## config.mk

```make
export PLATFORM = sky130hd
export DESIGN_NAME = axil_slave_ctrl
export DESIGN_NICKNAME = d
export VERILOG_FILES = /design/src/rtl/mem_pkg.sv /design/src/rtl/axil_slave_ctrl.sv
export SDC_FILE = /design/constraint.sdc
export NUM_CORES = 1
export LEC_CHECK = 0
export ABC_AREA = 1
export BUFFER_PORTS_ARGS = -buffer_cell sky130_fd_sc_hd__buf_4
export CAP_MARGIN = 20
export CELL_PAD_IN_SITES_DETAIL_PLACEMENT = 1
export CELL_PAD_IN_SITES_GLOBAL_PLACEMENT = 2
export CORE_ASPECT_RATIO = 1.4
export CORE_UTILIZATION = 21
export DETAILED_ROUTE_END_ITERATION = 7
export GPL_ROUTABILITY_DRIVEN = 0
export PLACE_DENSITY = 0.89
export SYNTH_ARGS = -nofsm -noshare
export SYNTH_HDL_FRONTEND = slang
export SYNTH_SLANG_ARGS = --single-unit
```

## constraint.sdc

```tcl
create_clock -name clk -period 2.6 [get_ports clk]
set_input_delay 0.52 -clock clk [delete_from_list [all_inputs] [get_ports clk]]
set_output_delay 0.52 -clock clk [all_outputs]
set_load 0.005 [all_outputs]
```

## src/rtl/mem_pkg.sv

```systemverilog
package mem_pkg;

  // ~~~~~~~~~~~~~~~~~~~~
  // bus and memory sizes
  // ~~~~~~~~~~~~~~~~~~~~

  localparam int addr_w = 32;
  localparam int data_w = 32;
  localparam int strb_w = data_w / 8;

  // byte addresses 0x000 to 0xfff map onto the array
  localparam int mem_words = 1024;
  localparam int idx_w = $clog2(mem_words);

  // ~~~~~~~~~~~~~~~~~~~~
  // wait-cycle generator
  // ~~~~~~~~~~~~~~~~~~~~

  localparam int lfsr_w = 8;
  localparam logic [lfsr_w-1:0] lfsr_seed = 8'hA5;

  // x^8 + x^6 + x^5 + x^4 + 1 for a right-shifting Galois register
  localparam logic [lfsr_w-1:0] lfsr_taps = 8'hB8;

  // three bits give a wait count of 0 to 7 cycles
  localparam int delay_w = 3;

  // ~~~~~~~~~~~~~~~~~~~~
  // channel types
  // ~~~~~~~~~~~~~~~~~~~~

  typedef enum logic [1:0] {
    RD_IDLE,
    RD_WAIT,
    RD_RESP
  } rd_state_e;

  typedef enum logic [1:0] {
    WR_IDLE,
    WR_DATA,
    WR_WAIT,
    WR_RESP
  } wr_state_e;

  typedef enum logic {
    RESP_OKAY = 1'b0,
    RESP_ERR  = 1'b1
  } resp_e;

endpackage

```

## src/rtl/axil_slave_ctrl.sv

```systemverilog
`timescale 1ns/1ps

module axil_slave_ctrl (
  input  logic                       clk,
  input  logic                       rst,

  input  logic [mem_pkg::addr_w-1:0] araddr,
  input  logic                       arvalid,
  output logic                       arready,

  output logic [mem_pkg::data_w-1:0] rdata,
  output mem_pkg::resp_e             rresp,
  output logic                       rvalid,
  input  logic                       rready,

  input  logic [mem_pkg::addr_w-1:0] awaddr,
  input  logic                       awvalid,
  output logic                       awready,

  input  logic [mem_pkg::data_w-1:0] wdata,
  input  logic [mem_pkg::strb_w-1:0] wstrb,
  input  logic                       wvalid,
  output logic                       wready,

  output mem_pkg::resp_e             bresp,
  output logic                       bvalid,
  input  logic                       bready,

  input  logic [mem_pkg::lfsr_w-1:0] lfsr,

  output logic                       ren,
  output logic [mem_pkg::idx_w-1:0]  ridx,
  input  logic [mem_pkg::data_w-1:0] rdata_q,
  output logic                       wen,
  output logic [mem_pkg::idx_w-1:0]  widx,
  output logic [mem_pkg::data_w-1:0] wdata_mem,
  output logic [mem_pkg::strb_w-1:0] wbe
);

  mem_pkg::rd_state_e rd_state;
  logic [mem_pkg::delay_w-1:0] rd_cnt;
  logic [mem_pkg::idx_w-1:0]   rd_idx_q;
  logic                        rd_err_q;

  mem_pkg::wr_state_e wr_state;
  logic [mem_pkg::delay_w-1:0] wr_cnt;
  logic [mem_pkg::idx_w-1:0]   wr_idx_q;
  logic                        wr_err_q;
  logic [mem_pkg::data_w-1:0]  wdata_q;
  logic [mem_pkg::strb_w-1:0]  wstrb_q;

  // the depth is a power of two, so any set bit above the word index is out of range
  function automatic logic out_of_range(input logic [mem_pkg::addr_w-1:0] addr);
    return addr[mem_pkg::addr_w-1:mem_pkg::idx_w+2] != '0;
  endfunction

  // ~~~~~~~~~~~~~~~~~~~~
  // read channel
  // ~~~~~~~~~~~~~~~~~~~~

  always_ff @(posedge clk) begin
    if (rst) begin
      rd_state <= mem_pkg::RD_IDLE;
      arready  <= 1'b1;
      rvalid   <= 1'b0;
      rresp    <= mem_pkg::RESP_OKAY;
    end else begin
      case (rd_state)
        mem_pkg::RD_IDLE: begin
          if (arvalid) begin
            arready  <= 1'b0;
            rd_state <= mem_pkg::RD_WAIT;
          end
        end
        mem_pkg::RD_WAIT: begin
          if (rd_cnt == '0) begin
            rvalid   <= 1'b1;
            rresp    <= rd_err_q ? mem_pkg::RESP_ERR : mem_pkg::RESP_OKAY;
            rd_state <= mem_pkg::RD_RESP;
          end
        end
        mem_pkg::RD_RESP: begin
          if (rready) begin
            rvalid   <= 1'b0;
            arready  <= 1'b1;
            rd_state <= mem_pkg::RD_IDLE;
          end
        end
        default: rd_state <= mem_pkg::RD_IDLE;
      endcase
    end
  end

  // address, range flag and wait count are captured on the address handshake
  always_ff @(posedge clk) begin
    if (rd_state == mem_pkg::RD_IDLE && arvalid) begin
      rd_idx_q <= araddr[mem_pkg::idx_w+1:2];
      rd_err_q <= out_of_range(araddr);
      rd_cnt   <= lfsr[mem_pkg::delay_w-1:0];
    end else if (rd_state == mem_pkg::RD_WAIT && rd_cnt != '0) begin
      rd_cnt <= rd_cnt - 1'b1;
    end
  end

  assign ren   = (rd_state == mem_pkg::RD_WAIT) && (rd_cnt == '0) && !rd_err_q;
  assign ridx  = rd_idx_q;
  assign rdata = (rresp == mem_pkg::RESP_ERR) ? '0 : rdata_q;

  // ~~~~~~~~~~~~~~~~~~~~
  // write channel
  // ~~~~~~~~~~~~~~~~~~~~

  always_ff @(posedge clk) begin
    if (rst) begin
      wr_state <= mem_pkg::WR_IDLE;
      awready  <= 1'b1;
      wready   <= 1'b0;
      bvalid   <= 1'b0;
      bresp    <= mem_pkg::RESP_OKAY;
    end else begin
      case (wr_state)
        mem_pkg::WR_IDLE: begin
          if (awvalid) begin
            awready  <= 1'b0;
            wready   <= 1'b1;
            wr_state <= mem_pkg::WR_DATA;
          end
        end
        mem_pkg::WR_DATA: begin
          if (wvalid) begin
            wready   <= 1'b0;
            wr_state <= mem_pkg::WR_WAIT;
          end
        end
        mem_pkg::WR_WAIT: begin
          if (wr_cnt == '0) begin
            bvalid   <= 1'b1;
            bresp    <= wr_err_q ? mem_pkg::RESP_ERR : mem_pkg::RESP_OKAY;
            wr_state <= mem_pkg::WR_RESP;
          end
        end
        mem_pkg::WR_RESP: begin
          if (bready) begin
            bvalid   <= 1'b0;
            awready  <= 1'b1;
            wr_state <= mem_pkg::WR_IDLE;
          end
        end
        default: wr_state <= mem_pkg::WR_IDLE;
      endcase
    end
  end

  always_ff @(posedge clk) begin
    if (wr_state == mem_pkg::WR_IDLE && awvalid) begin
      wr_idx_q <= awaddr[mem_pkg::idx_w+1:2];
      wr_err_q <= out_of_range(awaddr);
    end
  end

  // upper nibble of the LFSR so the write wait differs from the read wait
  always_ff @(posedge clk) begin
    if (wr_state == mem_pkg::WR_DATA && wvalid) begin
      wdata_q <= wdata;
      wstrb_q <= wstrb;
      wr_cnt  <= lfsr[4 +: mem_pkg::delay_w];
    end else if (wr_state == mem_pkg::WR_WAIT && wr_cnt != '0) begin
      wr_cnt <= wr_cnt - 1'b1;
    end
  end

  assign wen       = (wr_state == mem_pkg::WR_WAIT) && (wr_cnt == '0) && !wr_err_q;
  assign widx      = wr_idx_q;
  assign wdata_mem = wdata_q;
  assign wbe       = wstrb_q;

endmodule

```

==> Word level (Yosys, flattened, before mapping) <==
Index checks and enable logic that the tools add are counted.
{ "word_totals": {"register_bits": 75, "elab_cells": 97} }
{ "op_classes": {"addsub": 2, "eq_ne": 12, "muxes": 31, "n_reduce_logical": 35} }
{ "ops": {"columns": ["op", "n"], "rows": [
  ["$reduce_bool A20 Y1", 2],
  ["$mux W32", 1],
  ["$reduce_and A3 Y1", 6],
  ["$mux W2", 7],
  ["$reduce_bool A2 Y1", 7],
  ["$mux W1", 12],
  ["$mux W3", 4],
  ["$ne A2 B2 Y1 const B", 6],
  ["$pmux W1 S2", 5],
  ["$logic_and A1 B1 Y1", 9],
  ["$pmux W2 S4", 1],
  ["$eq A2 B2 Y1 const B", 3],
  ["$logic_not A3 Y1", 2],
  ["$pmux W2 S3", 1],
  ["$reduce_bool A3 Y1", 2],
  ["$sub A3 B1 Y3 const B", 2],
  ["$eq A2 B1 Y1 const B", 2],
  ["$logic_not A2 Y1", 2],
  ["$reduce_and A2 Y1", 2],
  ["$reduce_and A4 Y1", 1],
  ["$logic_not A1 Y1", 2],
  ["$ne A2 B1 Y1 const B", 1]
]} }

==> Longest topological paths before layout <==
{ "logic_depth": {"ltp_word": 4, "ltp_mapped": 9, "depth_no_buf": 9} }

==> Least setup slack after synthesis <==
OpenSTA, ideal clock, no wires.
{ "synth_timing": {"path_type": "reg-to-reg", "start": "register wr_state[1]", "end": "register wr_cnt[2] (netlist name) (data pin)", "arrival_time_ps": 1568, "slack_ps": 731, "path_stages_with_launch": 6, "n_path_buf": 0, "period_less_slack_ps": 1869, "path_cell_list": "dfxtp_1 > inv_1 > ha_1 > nand2_1 > inv_1 > o21ai_0"} }
{ "synth_via": {"elab_chain_cells": 3} }
{ "synth_lines": {"columns": ["element", "line", "rtl"], "rows": [
  ["start: declaration", "axil_slave_ctrl.sv:45", "mem_pkg::wr_state_e wr_state;"],
  ["start signal: assignment", "axil_slave_ctrl.sv:115", "wr_state <= mem_pkg::WR_IDLE;"],
  ["start signal: assignment", "axil_slave_ctrl.sv:126", "wr_state <= mem_pkg::WR_DATA;"],
  ["start signal: assignment", "axil_slave_ctrl.sv:132", "wr_state <= mem_pkg::WR_WAIT;"],
  ["$eq A2 B1 Y1", "axil_slave_ctrl.sv:163", "if (wr_state == mem_pkg::WR_DATA && wvalid) begin"],
  ["$logic_and A1 B1 Y1", "axil_slave_ctrl.sv:163", null],
  ["$mux W3", "axil_slave_ctrl.sv:163", null],
  ["end signal: assignment", "axil_slave_ctrl.sv:166", "wr_cnt <= lfsr[4 +: mem_pkg::delay_w];"],
  ["end signal: assignment", "axil_slave_ctrl.sv:168", "wr_cnt <= wr_cnt - 1'b1;"],
  ["end: declaration", "axil_slave_ctrl.sv:46", "logic [mem_pkg::delay_w-1:0] wr_cnt;"]
]} }
Every way passes these cells.
A chain may end at the register's enable or synchronous reset.

==> Worst setup path after layout <==
{ "layout_timing": {"start": "register rd_cnt[0] (netlist name)", "end": "output ren"} }
{ "layout_via": {"elab_chain_cells": 3} }
{ "layout_lines": {"columns": ["element", "line", "rtl"], "rows": [
  ["start: declaration", "axil_slave_ctrl.sv:41", "logic [mem_pkg::delay_w-1:0] rd_cnt;"],
  ["start signal: assignment", "axil_slave_ctrl.sv:99", "rd_cnt <= lfsr[mem_pkg::delay_w-1:0];"],
  ["start signal: assignment", "axil_slave_ctrl.sv:101", "rd_cnt <= rd_cnt - 1'b1;"],
  ["$logic_not A3 Y1", "axil_slave_ctrl.sv:105", "assign ren = (rd_state == mem_pkg::RD_WAIT) && (rd_cnt == '0) && !rd_err_q;"],
  ["$logic_and A1 B1 Y1 (2 in series)", "axil_slave_ctrl.sv:105", null],
  ["end: declaration", "axil_slave_ctrl.sv:31", "output logic ren,"]
]} }
Every way passes these cells.

==> results.py <==
metrics = {
    "synthesis": {
        "syn_area_sq_um": 3050,
        "synthSimpleGateAreaFrac_pct": 15.0,
        "synth_compound_area_share_pct": 3.36,
        "synth_fa_ha_area_share_pct": 3.28,
        "syn_avg_cell_area_sq_um": 11.3,
        "synth_top_family_by_area": "simple AND/OR/NAND/NOR gates",
        "synth_mux_area_share_pct": 0,
        "seq_area_frac_synth_pct": 70.2,
        "synth_cell_types": 23,
        "syn_nets": 426,
        "synth_xor_area_share_pct": 0.574,
        "synth_seq_cells": 75,
        "yosys_warnings": 0,
        "synthCells": 271,
    },
    "clock_tree": {
        "cts_setup_buffers": 0,
        "cts_resized": 0,
        "clock_latency_ns": 0.33,
        "cts-htree-levels": 3,
        "cts_hold_buf": 0,
        "cts.reportedPaths.clkPinSlew_ns": 0.06,
        "cts_sinks": 75,
        "clk_path_buf_depth": 2,
        "cts_buffers": 9,
        "root_buffer": "clkbuf_16",
        "tritoncts": "yes",
    },
    "place": {
        "hpwl_mm": 7.99,
        "placed_cell_area_sq_um": 5060,
        "port_buffers": 237,
    },
    "floorplan": {
        "die_area_sq_um": 15000,
        "ios": 244,
        "core_sq_um": 14000,
        "die_h_um": 145,
        "row_count": 51,
        "start_util_pct": 21.7,
        "die_x_um": 104,
    },
    "timing": {
        "worstMarginPinSlew_ns": 0.453,
        "period_needed_ns": 1.98,
        "finClkSkew_ns": 0.00936,
        "max_freq_mhz": 504,
        "slew_violations": 0,
        "tns_ns": 0,
        "rsz0062_at_grt": "false",
        "final-hold-violation-count": 0,
        "setup_viol": 0,
        "period_share_pct": 76.3,
        "slew_headroom_pct": 69.8,
    },
    "drt": {
        "routedWlPerCell_um": 13.6,
        "drc": 0,
        "vias": 2782,
        "drtIter0Drc": 74,
        "wl_mm": 9.58,
        "drtAntennaViolNets": 0,
        "first_pass_iters": 4,
        "via_per_inst": 3.93,
    },
    "power": {
        "switchingPower_mw": 1.07,
        "p_comb_share_pct": 25.9,
        "power_density_nw_per_um2": 728,
        "power_frac_clock_pct": 31.8,
        "intPower_mw": 2.83,
        "p_sw_share_pct": 27.5,
        "peakVddDrop_uv": 380,
        "finalPower_mw": 3.90,
        "p_leak_nw": 2.56,
        "sequentialPowerShare_pct": 42.3,
    },
    "cells_and_area": {
        "final_area_sq_um": 5360,
        "fin_nets": 672,
        "most-common-layout-cells": "buf_4 (240), edfxtp_1 (64), nor2_1 (60)",
        "diodes": 0,
        "final_common_cell": "buf_4",
        "drive_above_1_share_pct": 51.1,
        "area_growth_syn_to_layout_pct": 75.7,
    },
    "critical_path": {
        "worstPathRequired_ns": 2.08,
        "crit_path_top_delay_cell": "edfxtp_1",
        "cpMostUsedCell": "inv_1",
        "critPathKind": "reg -> out",
        "worstPathArrival_ns": 1.46,
        "critPathMaxFanout": 3,
        "start_kind": "flop",
        "cpPeakStageDelay_ns": 0.38,
        "crit_path_end_kind": "output port",
        "worstPathCellList": "inv_1 -> ha_1 -> inv_1 -> nor2_1 -> nand2_2 -> nor2_2 -> buf_4",
    },
    "grt": {
        "grt_pass1_vias": 2849,
        "grt-ovfl-total": 0,
        "grt_max_degree": 34,
        "grt_pass1_wl_mm": 14.3,
        "globalRouteTotalUtil_pct": 12.5,
        "antenna_found_initial": 0,
    },
    "hold_path": {
        "hold_class": "in -> reg",
    },
    "run": {
        "max-cap-violations": 0,
    },
    "status": {
        "status": "finished clean",
    },
}
[critical path: cells and delay by family (launching register included)]
family	cells	cell delay, ns
fa+ha+maj	1	0.15
flops	1	0.38
simple gates	3	0.36
buf+inv	3	0.26
[registers in the layout, summed over array words and instances, names as in the netlist, 2 cells and up]
| name | count |
|---|---|
| rd_state | 2 |
| rd_cnt | 3 |
| wdata_mem | 32 |
| ridx | 10 |
| wbe | 4 |
| widx | 10 |
| wr_state | 2 |
| wr_cnt | 3 |
[cell type report]
type	count	area, sq um
Clock buffer	10	229
Clock inverter	6	73.8
Fill cell	1616	8670
Inverter	55	206
Multi-Input combinational cell	136	679
Sequential cell	75	2140
Tap cell	185	231
Timing Repair Buffer	240	1800
[synth_stat cells, drive strengths merged]
master  number  area (sq um)
nor4         2          12.5
nor3         1          5.00
nand2       33           144
buf          5          25.0
xnor2        2          17.5
inv         55           206
a211oi       1          7.51
nand3b       2          15.0
o21ai       10          50.1
ha           8           100
dfxtp       11           220
a21oi        6          30.0
edfxtp      64          1920
nor2        64           255
nand3        3          15.0
o211ai       2          15.0
nand4        2          12.5
[worst paths after layout]
kind                     from       endpoint  depth (start not counted)  slack [ns]
setup / recovery    rd_cnt[0]            ren                          7        0.62
hold / removal      wdata[24]  wdata_mem[24]                          1        0.36
setup reg to reg  wr_state[1]      wr_cnt[2]                          7        1.09
hold reg to reg       arready        arready                          2        0.46
[cells by family (layout without fill, tap and decap cells)]
group,Yosys count,after routing
AO/OA/AOI/OAI,19,19
XOR/XNOR,2,2
adder cells (fa/ha/maj),8,8
buffers and inverters,60,311
flip-flops,75,75
AND/OR/NAND/NOR,107,107
[through the flow]
step                      worst slack (ns)  instances  hold slack (ns)  util (%)
final                                0.615        707            0.360      38.2
after global routing                 0.482        707            0.348      38.2
after CTS                            0.573        707            0.350      38.2
after detailed placement             0.926        691            0.453      36.1
after global placement               0.955        691            0.451      36.1
after floorplan                      0.731        271            0.446         -
[layer usage]
metal  routed length, um  vias up  GRT usage [%]
met5                   0        -              0
met4                 322        0           7.29
met3                 470       20           2.64
met2                5630      117           23.9
met1                3150     1287           12.4
li1                    -     1358              -
[power groups by stage]
| stage | logic (mW) | clock network (mW) | registers, mW |
|---|---|---|---|
| 3_5_place_dp | 1.03 | 0 | 1.68 |
| 3_3_place_gp | 0.989 | 0 | 1.66 |
| 4_1_cts | 1.04 | 1.28 | 1.66 |
| 2_1_floorplan | 0.458 | 0 | 1.68 |
| 5_1_grt | 1.13 | 1.33 | 1.67 |
| 6_report | 1.01 | 1.24 | 1.65 |
(Power assumes the default switching activity.)
