===== config.mk =====
export PLATFORM = sky130hd
export DESIGN_NAME = delay_lfsr
export DESIGN_NICKNAME = d
export VERILOG_FILES = /design/src/rtl/mem_pkg.sv /design/src/rtl/delay_lfsr.sv
export SDC_FILE = /design/constraint.sdc
export NUM_CORES = 1
export LEC_CHECK = 0
export BUFFER_PORTS_ARGS = -buffer_cell sky130_fd_sc_hd__buf_2
export CORE_AREA = 2 2 39 41
export DETAILED_ROUTE_END_ITERATION = 10
export DIE_AREA = 0 0 41 43
export SLEW_MARGIN = 20
export SYNTH_ARGS = -nofsm -noshare
export SYNTH_HDL_FRONTEND = slang
export SYNTH_SLANG_ARGS = --single-unit

===== constraint.sdc =====
create_clock -name clk -period 0.8 [get_ports clk]
set_input_delay 0.16 -clock clk [delete_from_list [all_inputs] [get_ports clk]]
set_output_delay 0.16 -clock clk [all_outputs]
set_load 0.01 [all_outputs]

===== src/rtl/mem_pkg.sv =====
package mem_pkg;

  // ~~~~~~~~~~~~~~~~~~~~
  // bus and memory sizes
  // ~~~~~~~~~~~~~~~~~~~~

  localparam int addr_w = 32;
  localparam int data_w = 32;
  localparam int strb_w = data_w / 8;

  // byte addresses 0x000 to 0xfff map onto the array
  localparam int mem_words = 1024;
  localparam int idx_w = $clog2(mem_words);

  // ~~~~~~~~~~~~~~~~~~~~
  // wait-cycle generator
  // ~~~~~~~~~~~~~~~~~~~~

  localparam int lfsr_w = 8;
  localparam logic [lfsr_w-1:0] lfsr_seed = 8'hA5;

  // x^8 + x^6 + x^5 + x^4 + 1 for a right-shifting Galois register
  localparam logic [lfsr_w-1:0] lfsr_taps = 8'hB8;

  // three bits give a wait count of 0 to 7 cycles
  localparam int delay_w = 3;

  // ~~~~~~~~~~~~~~~~~~~~
  // channel types
  // ~~~~~~~~~~~~~~~~~~~~

  typedef enum logic [1:0] {
    RD_IDLE,
    RD_WAIT,
    RD_RESP
  } rd_state_e;

  typedef enum logic [1:0] {
    WR_IDLE,
    WR_DATA,
    WR_WAIT,
    WR_RESP
  } wr_state_e;

  typedef enum logic {
    RESP_OKAY = 1'b0,
    RESP_ERR  = 1'b1
  } resp_e;

endpackage


===== src/rtl/delay_lfsr.sv =====
`timescale 1ns/1ps

module delay_lfsr (
  input  logic                       clk,
  input  logic                       rst,
  output logic [mem_pkg::lfsr_w-1:0] lfsr
);

  logic [mem_pkg::lfsr_w-1:0] shifted;
  logic [mem_pkg::lfsr_w-1:0] lfsr_next;

  // shift right and fold the bit that drops out back in through the taps
  always_comb begin
    shifted = lfsr >> 1;
    if (lfsr[0]) begin
      lfsr_next = shifted ^ mem_pkg::lfsr_taps;
    end else begin
      lfsr_next = shifted;
    end
  end

  // the seed is nonzero so the register never locks up in the all-zero state
  always_ff @(posedge clk) begin
    if (rst) begin
      lfsr <= mem_pkg::lfsr_seed;
    end else begin
      lfsr <= lfsr_next;
    end
  end

endmodule


[After elaboration in Yosys (flattened, before gate mapping)]
Index checks and enable logic that the tools add are counted.
Word-level totals
  flip-flop bits (word level): 8
  bits of input ports: 2
  output and inout bits: 8
  logic and storage cells: 3
Cells by class
  muxes and demuxes: 1
  bitwise operators: 1
Operators by type and width (number)
  8-bit 2-to-1 mux: 1
  3-bit inverter with 4-bit output: 1

[Logic depth before layout (Yosys ltp)]
Gate-level depths: netlist of run 1.
  depth after elaboration: 2
  gate-level depth with buffers: 2
  depth with buffers taken out: 2

[Worst setup path before layout of run 1]
Ideal clock, no wire load.
  path kind: register to output
  from: register lfsr[0] (netlist name)
  to: output port lfsr[0] (netlist name)
  arrival: 0.534 ns
  path slack: 0.106 ns
  stages on the path, launching flop included: 2
  path buffers: 1
  required time: 0.640 ns
  cell sequence: dfxtp_1 buf_4
RTL lines
  start, declared: RTL line delay_lfsr.sv:6  | output logic [mem_pkg::lfsr_w-1:0] lfsr
  start signal, assigned: RTL line delay_lfsr.sv:25  | lfsr <= mem_pkg::lfsr_seed;
  start signal, assigned: RTL line delay_lfsr.sv:27  | lfsr <= lfsr_next;
No word-level cell between the ends.

[Final worst setup path of run 1]
  from: register lfsr[0] (netlist name)
  to: output port lfsr[0] (netlist name)
No word-level cell between the ends.

==> impl_metrics.ini, run 1 <==
[run_status]
status = finished with violations
violations = negative setup slack

[yosys]
synthFlopType = dfxtp_1
seq_area_frac_synth = 0.595
synth_edf_count = 0
yosysMostFrequentCell = dfxtp_1
avgSynthCellArea_um2 = 11.2
synth_top_cell_by_area = dfxtp_1
syn_inst = 24
ys_types = 7
yosys-top-cells-count = dfxtp_1 (8), buf_4 (5), or2_1 (3), xnor2_1 (3)
synth_area_um2 = 269
yosysWarnings = 0
ys_seq_elements = 8
synth_top_area_frac = 0.595
synth.area.top_cells = dfxtp_1 (60%), buf_4 (14%), xnor2_1 (9.8%)
synthArstFlopShare = 0
syn-num-nets = 26

[clock_network]
cts_tree = done
clkTransAtPathRegs_ns = 0.05
clock_latency_ns = 0.25
cts.sinks = 8
cts_hold_buffers = 0
h-tree-depth = 1
cts-root-buf = clkbuf_4
cts_buffer_depth = 2
numCtsBuffers = 3

[drt]
viasPerCell = 3.58
drtIter0Drc = 4
post-route-drc-count = 0
drt_wl_total_um = 487
ant_nets = 0
drt_pass1_iterations = 4
wl_per_cell_um = 9.74
num_vias = 179

[placement]
dp.cells = 44
gp_congestion = 0.617
pre_cts_slack_ns = 0.0421
placed_area_um2 = 297
portBuffers = 9

[global_route]
antenna_found_initial = 0
grt_pass1_wl_um = 779
grt_max_degree = 9
grt_pass1_vias = 178
grt_overflow = 0
track_usage = 0.0785

[floorplan]
ioPinCount = 10
die_width_um = 41
core_um2 = 1380
start_util = 0.194
die_h_um = 43
row_count = 14
dieArea_um2 = 1760

[layout]
antenna_cells = 0
drive_above_1_share = 0.735
utilization = 0.303
n_fill_cell = 149
largest_registers = lfsr: 8 flops
nets = 38
stdcell_count = 50
area.growth.synth_to_final_pct = 55.8
final_area_um2 = 419
largest_reg_flops = 8
largest_register = lfsr

[sta]
hold_viol_final = 0
worstMarginPinSlew_ns = 0.118
final_max_slew_viol_count = 0
relSlewSlack = 0.921
final.setup_skew_ns = 0.00224
rsz0062_at_grt = true
hold_slack_ns = 0.147
finalSetupViolCount = 12
fin_tns_setup_ns = -0.381
fmax_mhz = 1160
fin_ws_ns = -0.0613
fin_crit_ns = 0.861
period_share = 1.08

[power]
power_mw = 0.951
powerDensity_nw_per_um2 = 2270
max-vdd-ir-drop_mv = 0.783
p_leak_nw = 0.182

[worst_hold_path]
hold_class = primary input to register

[worst_setup_path]
required_ns = 0.64
start_kind = register
slowest_delay_ns = 0.34
crit_family = flip-flops
cp.arrival_ns = 0.70
cp_max_fo = 2
endpoint_kind = output pin
critical_path_buf_inv_count = 1
critPathKind = register to output pin
cpMaxStageDelayCell = dfxtp_4
cp_cell_sequence = buf_6

[job]
cap_violations = 0
-- kinds of logic (layout without fill, tap and decap cells) --
group,Yosys count,count (layout),synth area share
flip-flops,8,8,0.595
buffers and inverters,5,15,0.140
AND/OR/NAND/NOR,8,8,0.167
XOR/XNOR,3,3,0.0977
-- repair_timing --
action	4_1_cts	5_1_grt
setup buffers	3	0
hold endpoints to repair	0	0
endpoints found under the setup margin	8	12
pin swaps	0	0
resized for setup	17	2
-- placed cells by master (no fill, tap or decap), drive strengths merged --
cell / instances
or2: 3
nor2: 2
dfxtp: 8
xnor2: 3
nor2b: 2
buf: 12
clkbuf: 3
nand2b: 1
-- worst paths after layout --
check                              from  endpoint  slack, ns  cells after the start
worst min register to register  lfsr[3]   lfsr[2]       0.45                      1
worst min-delay path                rst   lfsr[4]       0.15                      2
worst max register to register  lfsr[0]   lfsr[7]      -0.03                      2
worst max-delay path            lfsr[0]   lfsr[0]      -0.06                      1
-- metal layers --
layer	routed length, µm	GRT usage	share of wire	vias to the layer above
met5	0	0	0	-
met4	0	0.0600	0	0
met3	54	0.0942	0.11	0
met2	251	0.0813	0.52	8
met1	181	0.0812	0.37	84
li1	-	-	-	87
-- area by class of cell --
type	instances	area [µm²]	area share
clock buffer	3	22.5	0.0537
timing repair buffer	12	118	0.281
sequential	8	173	0.412
tap	16	20.0	0.0478
multi-input combinational	11	86.3	0.206
-- report_power, final --
part           switching, mW  internal [mW]
sequential            0.0243          0.442
clock                  0.133          0.171
combinational         0.0632          0.116
total                  0.221          0.730
(Power assumes the default switching activity.)
==> run 2, diff against run 1 <==
- ABC_AREA: unset -> 1
==> run 2 against run 1 <==
The run still ends with negative setup slack left. Final area increased by 1.5%. Critical path depth unchanged. Power decreased by 3.6%. Synthesized cell count increased by 42%.
==> impl_metrics.ini, run 2 <==
[run_status]
status = finished with violations
violations = negative setup slack

[yosys]
syn_inst = 34
synthXorXnorAreaFrac = 0
seq_area_frac_synth = 0.566
synth.area.top_cells = dfxtp_1 (57%), buf_4 (13%), nand2_1 (9.3%)
ys_types = 7
synthFlopType = dfxtp_1
yosysMostFrequentCell = dfxtp_1
yosys-top-cells-count = dfxtp_1 (8), nand2_1 (7), nor2_1 (6)
yosysWarnings = 0
ys_seq_elements = 8
synth_top_area_frac = 0.566
synthAdderAreaFrac = 0
synth_compound_area_frac = 0
synth_top_family_by_area = simple AND/OR/NAND/NOR gates
syn-num-nets = 36
synth_area_um2 = 283
synthSimpleGateAreaFrac = 0.235
synthMuxAreaShare = 0
synthArstFlopShare = 0
avgSynthCellArea_um2 = 8.32
synth_edf_count = 0
synth_top_cell_by_area = dfxtp_1

[layout]
utilization = 0.307
largest_register = lfsr
area.growth.synth_to_final_pct = 50.4
largest_registers = lfsr: 8 flops
drive_above_1_share = 0.533
n_fill_cell = 148
largest_reg_flops = 8
final_common_cell = buf_6
antenna_cells = 0
layout_common_cells = buf_6 (8), nand2_1 (7), dfxtp_2 (7), nor2_1 (6), inv_1 (5)
nets = 49

[power]
powerDensity_nw_per_um2 = 2150
max-vdd-ir-drop_mv = 0.567
p_leak_nw = 0.221

[sta]
final.setup_skew_ns = 0.000441
fin_ws_ns = -0.0840
finalSetupViolCount = 8
worstMarginPinSlew_ns = 0.120
fmax_mhz = 1130
hold_slack_ns = 0.106
period_share = 1.10
hold_viol_final = 0
relSlewSlack = 0.920
final_max_slew_viol_count = 0
rsz0062_at_grt = true
fin_crit_ns = 0.884

[global_route]
busiest_layer = met4
grt_pass1_wl_um = 834
track_usage = 0.0836
met1_usage = 0.0877
antenna_found_initial = 0
met2_usage = 0.0875
grt_max_degree = 6
grt_overflow = 0
grt_pass1_vias = 202
met3_usage = 0.0681

[clock_network]
clock_latency_ns = 0.25
cts_tree = done
cts_buffer_depth = 2
cts-root-buf = clkbuf_4
h-tree-depth = 1
cts.sinks = 8
numCtsBuffers = 3
clkTransAtPathRegs_ns = 0.05

[worst_setup_path]
critical_path_buf_inv_count = 1
endpoint_kind = output pin
cpMaxStageDelayCell = dfxtp_4
r2r_setup_slack_ns = 0.05
slowest_delay_ns = 0.35
r2r_cells = 4
start_kind = register
crit_family = flip-flops
required_ns = 0.64
r2r-end = lfsr[5]
critPathKind = register to output pin
cp_max_fo = 5
cp_cell_sequence = buf_6
cp.arrival_ns = 0.72
r2r_start = lfsr[0]

[drt]
drtIter0Drc = 0
ant_nets = 0
num_vias = 216
post-route-drc-count = 0
viasPerCell = 3.54
drt_wl_total_um = 506
drt_pass1_iterations = 1
wl_per_cell_um = 8.30

[floorplan]
ioPinCount = 10
core_um2 = 1380
die_width_um = 41
start_util = 0.204
die_h_um = 43
row_count = 14
dieArea_um2 = 1760

[worst_hold_path]
whs_endpoint = lfsr[6]
hold_class = primary input to register
holdPathStages = 2
min_from = rst

[placement]
portBuffers = 9
gp_congestion = 0.719
dpl.hpwl_um = 331

[job]
cap_violations = 0
## run 2: cell count changes in the layout (fill, tap and decap cells not counted)
| cell | change |
|---|---|
| xnor2_1 | -1 |
| xnor2_2 | -2 |
| nor2b_1 | -2 |
| buf_4 | +1 |
| nor2_1 | +4 |
| inv_1 | +5 |
| nand2_1 | +7 |
| nand3_1 | +1 |
| or2_1 | -1 |
| nand2b_1 | -1 |
## run 2: worst max path at each step
stage                 start       to  slack (ns)  depth (start not counted)
floorplan           lfsr[0]  lfsr[0]        0.12                          1
global placement    lfsr[0]  lfsr[0]        0.09                          1
detailed placement  lfsr[0]  lfsr[0]        0.07                          1
CTS                 lfsr[0]  lfsr[0]        -0.1                          1
global route        lfsr[0]  lfsr[0]       -0.11                          1
finish              lfsr[0]  lfsr[0]       -0.08                          1
## run 2: power by group
part	total (mW)	internal, mW	switching, mW
clock network	0.308	0.172	0.137
logic	0.149	0.0913	0.0573
registers	0.460	0.436	0.0234
## run 2: repair_timing
item | in CTS | in global routing
hold buffers | 0 | 0
resized for setup | 17 | 0
setup buffers | 4 | 0
endpoints found under the hold margin | 0 | 0
endpoints found under the setup margin | 8 | 9
## run 2: per-stage QoR
stage / area, µm² / setup slack, ns / power (mW) / instances / setup TNS (ns)
3_3_place_gp: 310 / 0.0860 / 0.549 / 54 / 0
6_report: 425 / -0.0840 / 0.917 / 61 / -0.385
2_1_floorplan: 283 / 0.115 / 0.532 / 34 / 0
5_1_grt: 425 / -0.110 / 0.986 / 61 / -0.661
4_1_cts: 425 / -0.0954 / 0.938 / 61 / -0.486
3_5_place_dp: 310 / 0.0721 / 0.548 / 54 / 0
## run 2: cell type report
class | count | area, µm² | share of cell area
clock buffer | 3 | 22.5 | 0.0529
inverter | 5 | 18.8 | 0.0441
multi-input combinational | 16 | 66.3 | 0.156
sequential | 8 | 173 | 0.406
tap | 16 | 20.0 | 0.0471
timing repair buffer | 13 | 125 | 0.294
## run 2: routing by layer
layer | up-vias | wire [µm]
met2 | 9 | 190
met3 | 2 | 47
met1 | 90 | 251
met4 | 0 | 17
met5 | - | 0
li1 | 115 | -
## run 2: cell families after synthesis
| logic type | Yosys count |
|---|---|
| buf+inv | 10 |
| flops | 8 |
| simple gates | 16 |
==> run 3, diff against run 2 <==
--- a/config.mk
+++ b/config.mk
@@ -11,4 +11,6 @@
 export DETAILED_ROUTE_END_ITERATION = 10
 export DIE_AREA = 0 0 41 43
+export GPL_TIMING_DRIVEN = 0
+export RECOVER_POWER = 25
 export SLEW_MARGIN = 20
 export SYNTH_ARGS = -nofsm -noshare
==> constraint.sdc (replaced) <==
create_clock -name clk -period 0.8 [get_ports clk]
set_input_delay 0.16 -clock clk [delete_from_list [all_inputs] [get_ports clk]]
set_output_delay 0.16 -clock clk [all_outputs]
set_load 0.1 [all_outputs]
==> run 3 against run 2 <==
The flow still finishes with violations (negative setup slack). Combinational power grew to 2.9 times the previous value. Maximum frequency shrank 6.9%. Non-clock buffer count grew 1. Final cell count grew 3.3%. Setup slack lost 0.065 ns. Critical path depth is the same. Die area is the same. Global-route usage shrank 0.39 points. Core utilization grew 6.4 points. Highest routed layer is now met3.
==> impl_metrics.ini, run 3 (synthesis results as in run 2) <==
[floorplan]
die_h_um = 43
ioPinCount = 10
die_width_um = 41
core_um2 = 1380
row_count = 14
start_util = 0.204
dieArea_um2 = 1760

[drt]
drtIter0Drc = 0
num_vias = 227
wl_per_cell_um = 8.59
drt_wl_total_um = 541
ant_nets = 0
post-route-drc-count = 0
drt_pass1_iterations = 1
viasPerCell = 3.60

[layout]
nets = 50
largest_reg_flops = 8
area.growth.synth_to_final_pct = 81.9
largest_registers = lfsr: 8 flops
final_common_cell = buf_12
antenna_cells = 0
utilization = 0.372
final_area_um2 = 514
largest_register = lfsr
layout_common_cells = buf_12 (8), nand2_1 (7), nor2_1 (6), buf_4 (5)
drive_above_1_share = 0.553

[worst_setup_path]
crit_family = flip-flops
slowest_delay_ns = 0.35
start_kind = register
critPathKind = register to output pin
r2r_start = lfsr[0]
required_ns = 0.64
endpoint_kind = output pin
cp_cell_sequence = buf_12
cpMaxStageDelayCell = dfxtp_2
critical_path_buf_inv_count = 1
cp.arrival_ns = 0.79
cp-startpoint = lfsr[3]
cp_max_fo = 2

[clock_network]
cts.sinks = 8
cts_hold_buffers = 0
clock_latency_ns = 0.26
h-tree-depth = 1
cts_buffer_depth = 2
cts-root-buf = clkbuf_4
clkTransAtPathRegs_ns = 0.06
numCtsBuffers = 3
cts_tree = done

[sta]
final.setup_skew_ns = 0.0111
worstMarginPinSlew_ns = 0.116
hold_viol_final = 0
fin_tns_setup_ns = -1.10
relSlewSlack = 0.922
fin_crit_ns = 0.949
rsz0062_at_grt = true
final_max_slew_viol_count = 0
finalSetupViolCount = 8
fin_ws_ns = -0.149
fmax_mhz = 1050
period_share = 1.19

[power]
p_leak_nw = 0.254
max-vdd-ir-drop_mv = 0.871
powerDensity_nw_per_um2 = 2410
power_mw = 1.24

[global_route]
grt_pass1_wl_um = 834
grt_max_degree = 7
grt_pass1_vias = 219
track_usage = 0.0797
grt_overflow = 0
antenna_found_initial = 0

[worst_hold_path]
min_from = rst
hold_class = primary input to register

[placement]
dpl.hpwl_um = 342
portBuffers = 9
gp_congestion = 0.616
placed_area_um2 = 367

[run_status]
violations = negative setup slack
status = finished with violations

[job]
cap_violations = 0
## run 3: path summary, 6_finish.rpt
| check | endpoint | slack, ns | cells after the start |
|---|---|---|---|
| worst max-delay path | lfsr[3] | -0.15 | 1 |
| worst min-delay path | lfsr[6] | 0.10 | 2 |
| worst max register to register | lfsr[5] | 0.04 | 4 |
| worst min register to register | lfsr[6] | 0.44 | 2 |
## run 3: power breakdown
part	internal, mW	leakage (nW)	switching [mW]
Combinational	0.159	0.171	0.276
Sequential	0.433	0.0682	0.0330
Clock	0.191	0.0150	0.146
Total	0.784	0.254	0.455
## run 3: per-layer routing
layer / vias up / routed length [µm] / track usage
met4: 0 / 0 / 0.0400
li1: 118 / - / -
met1: 98 / 223 / 0.0850
met3: 0 / 55 / 0.0838
met2: 11 / 261 / 0.0969
met5: - / 0 / 0
## run 3: what timing repair did
action | CTS | global route
buffers inserted | 5 | 0
endpoints found under the setup margin | 8 | 8
resized for setup | 38 | 0
pin swaps | 0 | 0
## run 3: final cells by class
cell class | instances | area, µm²
Fill cell | 142 | 870
Timing Repair Buffer | 14 | 203
Clock buffer | 4 | 26.3
Tap cell | 16 | 20.0
Inverter | 5 | 18.8
Multi-Input combinational cell | 16 | 66.3
Sequential cell | 8 | 180
## run 3: stage by stage
step	cells	setup slack [ns]	hold WS [ns]
final	63	-0.149	0.104
after global routing	63	-0.171	0.108
after CTS	63	-0.170	0.0986
after detailed placement	59	-0.348	0.370
after global placement	59	-0.336	0.365
after floorplan	34	-0.000339	0.222
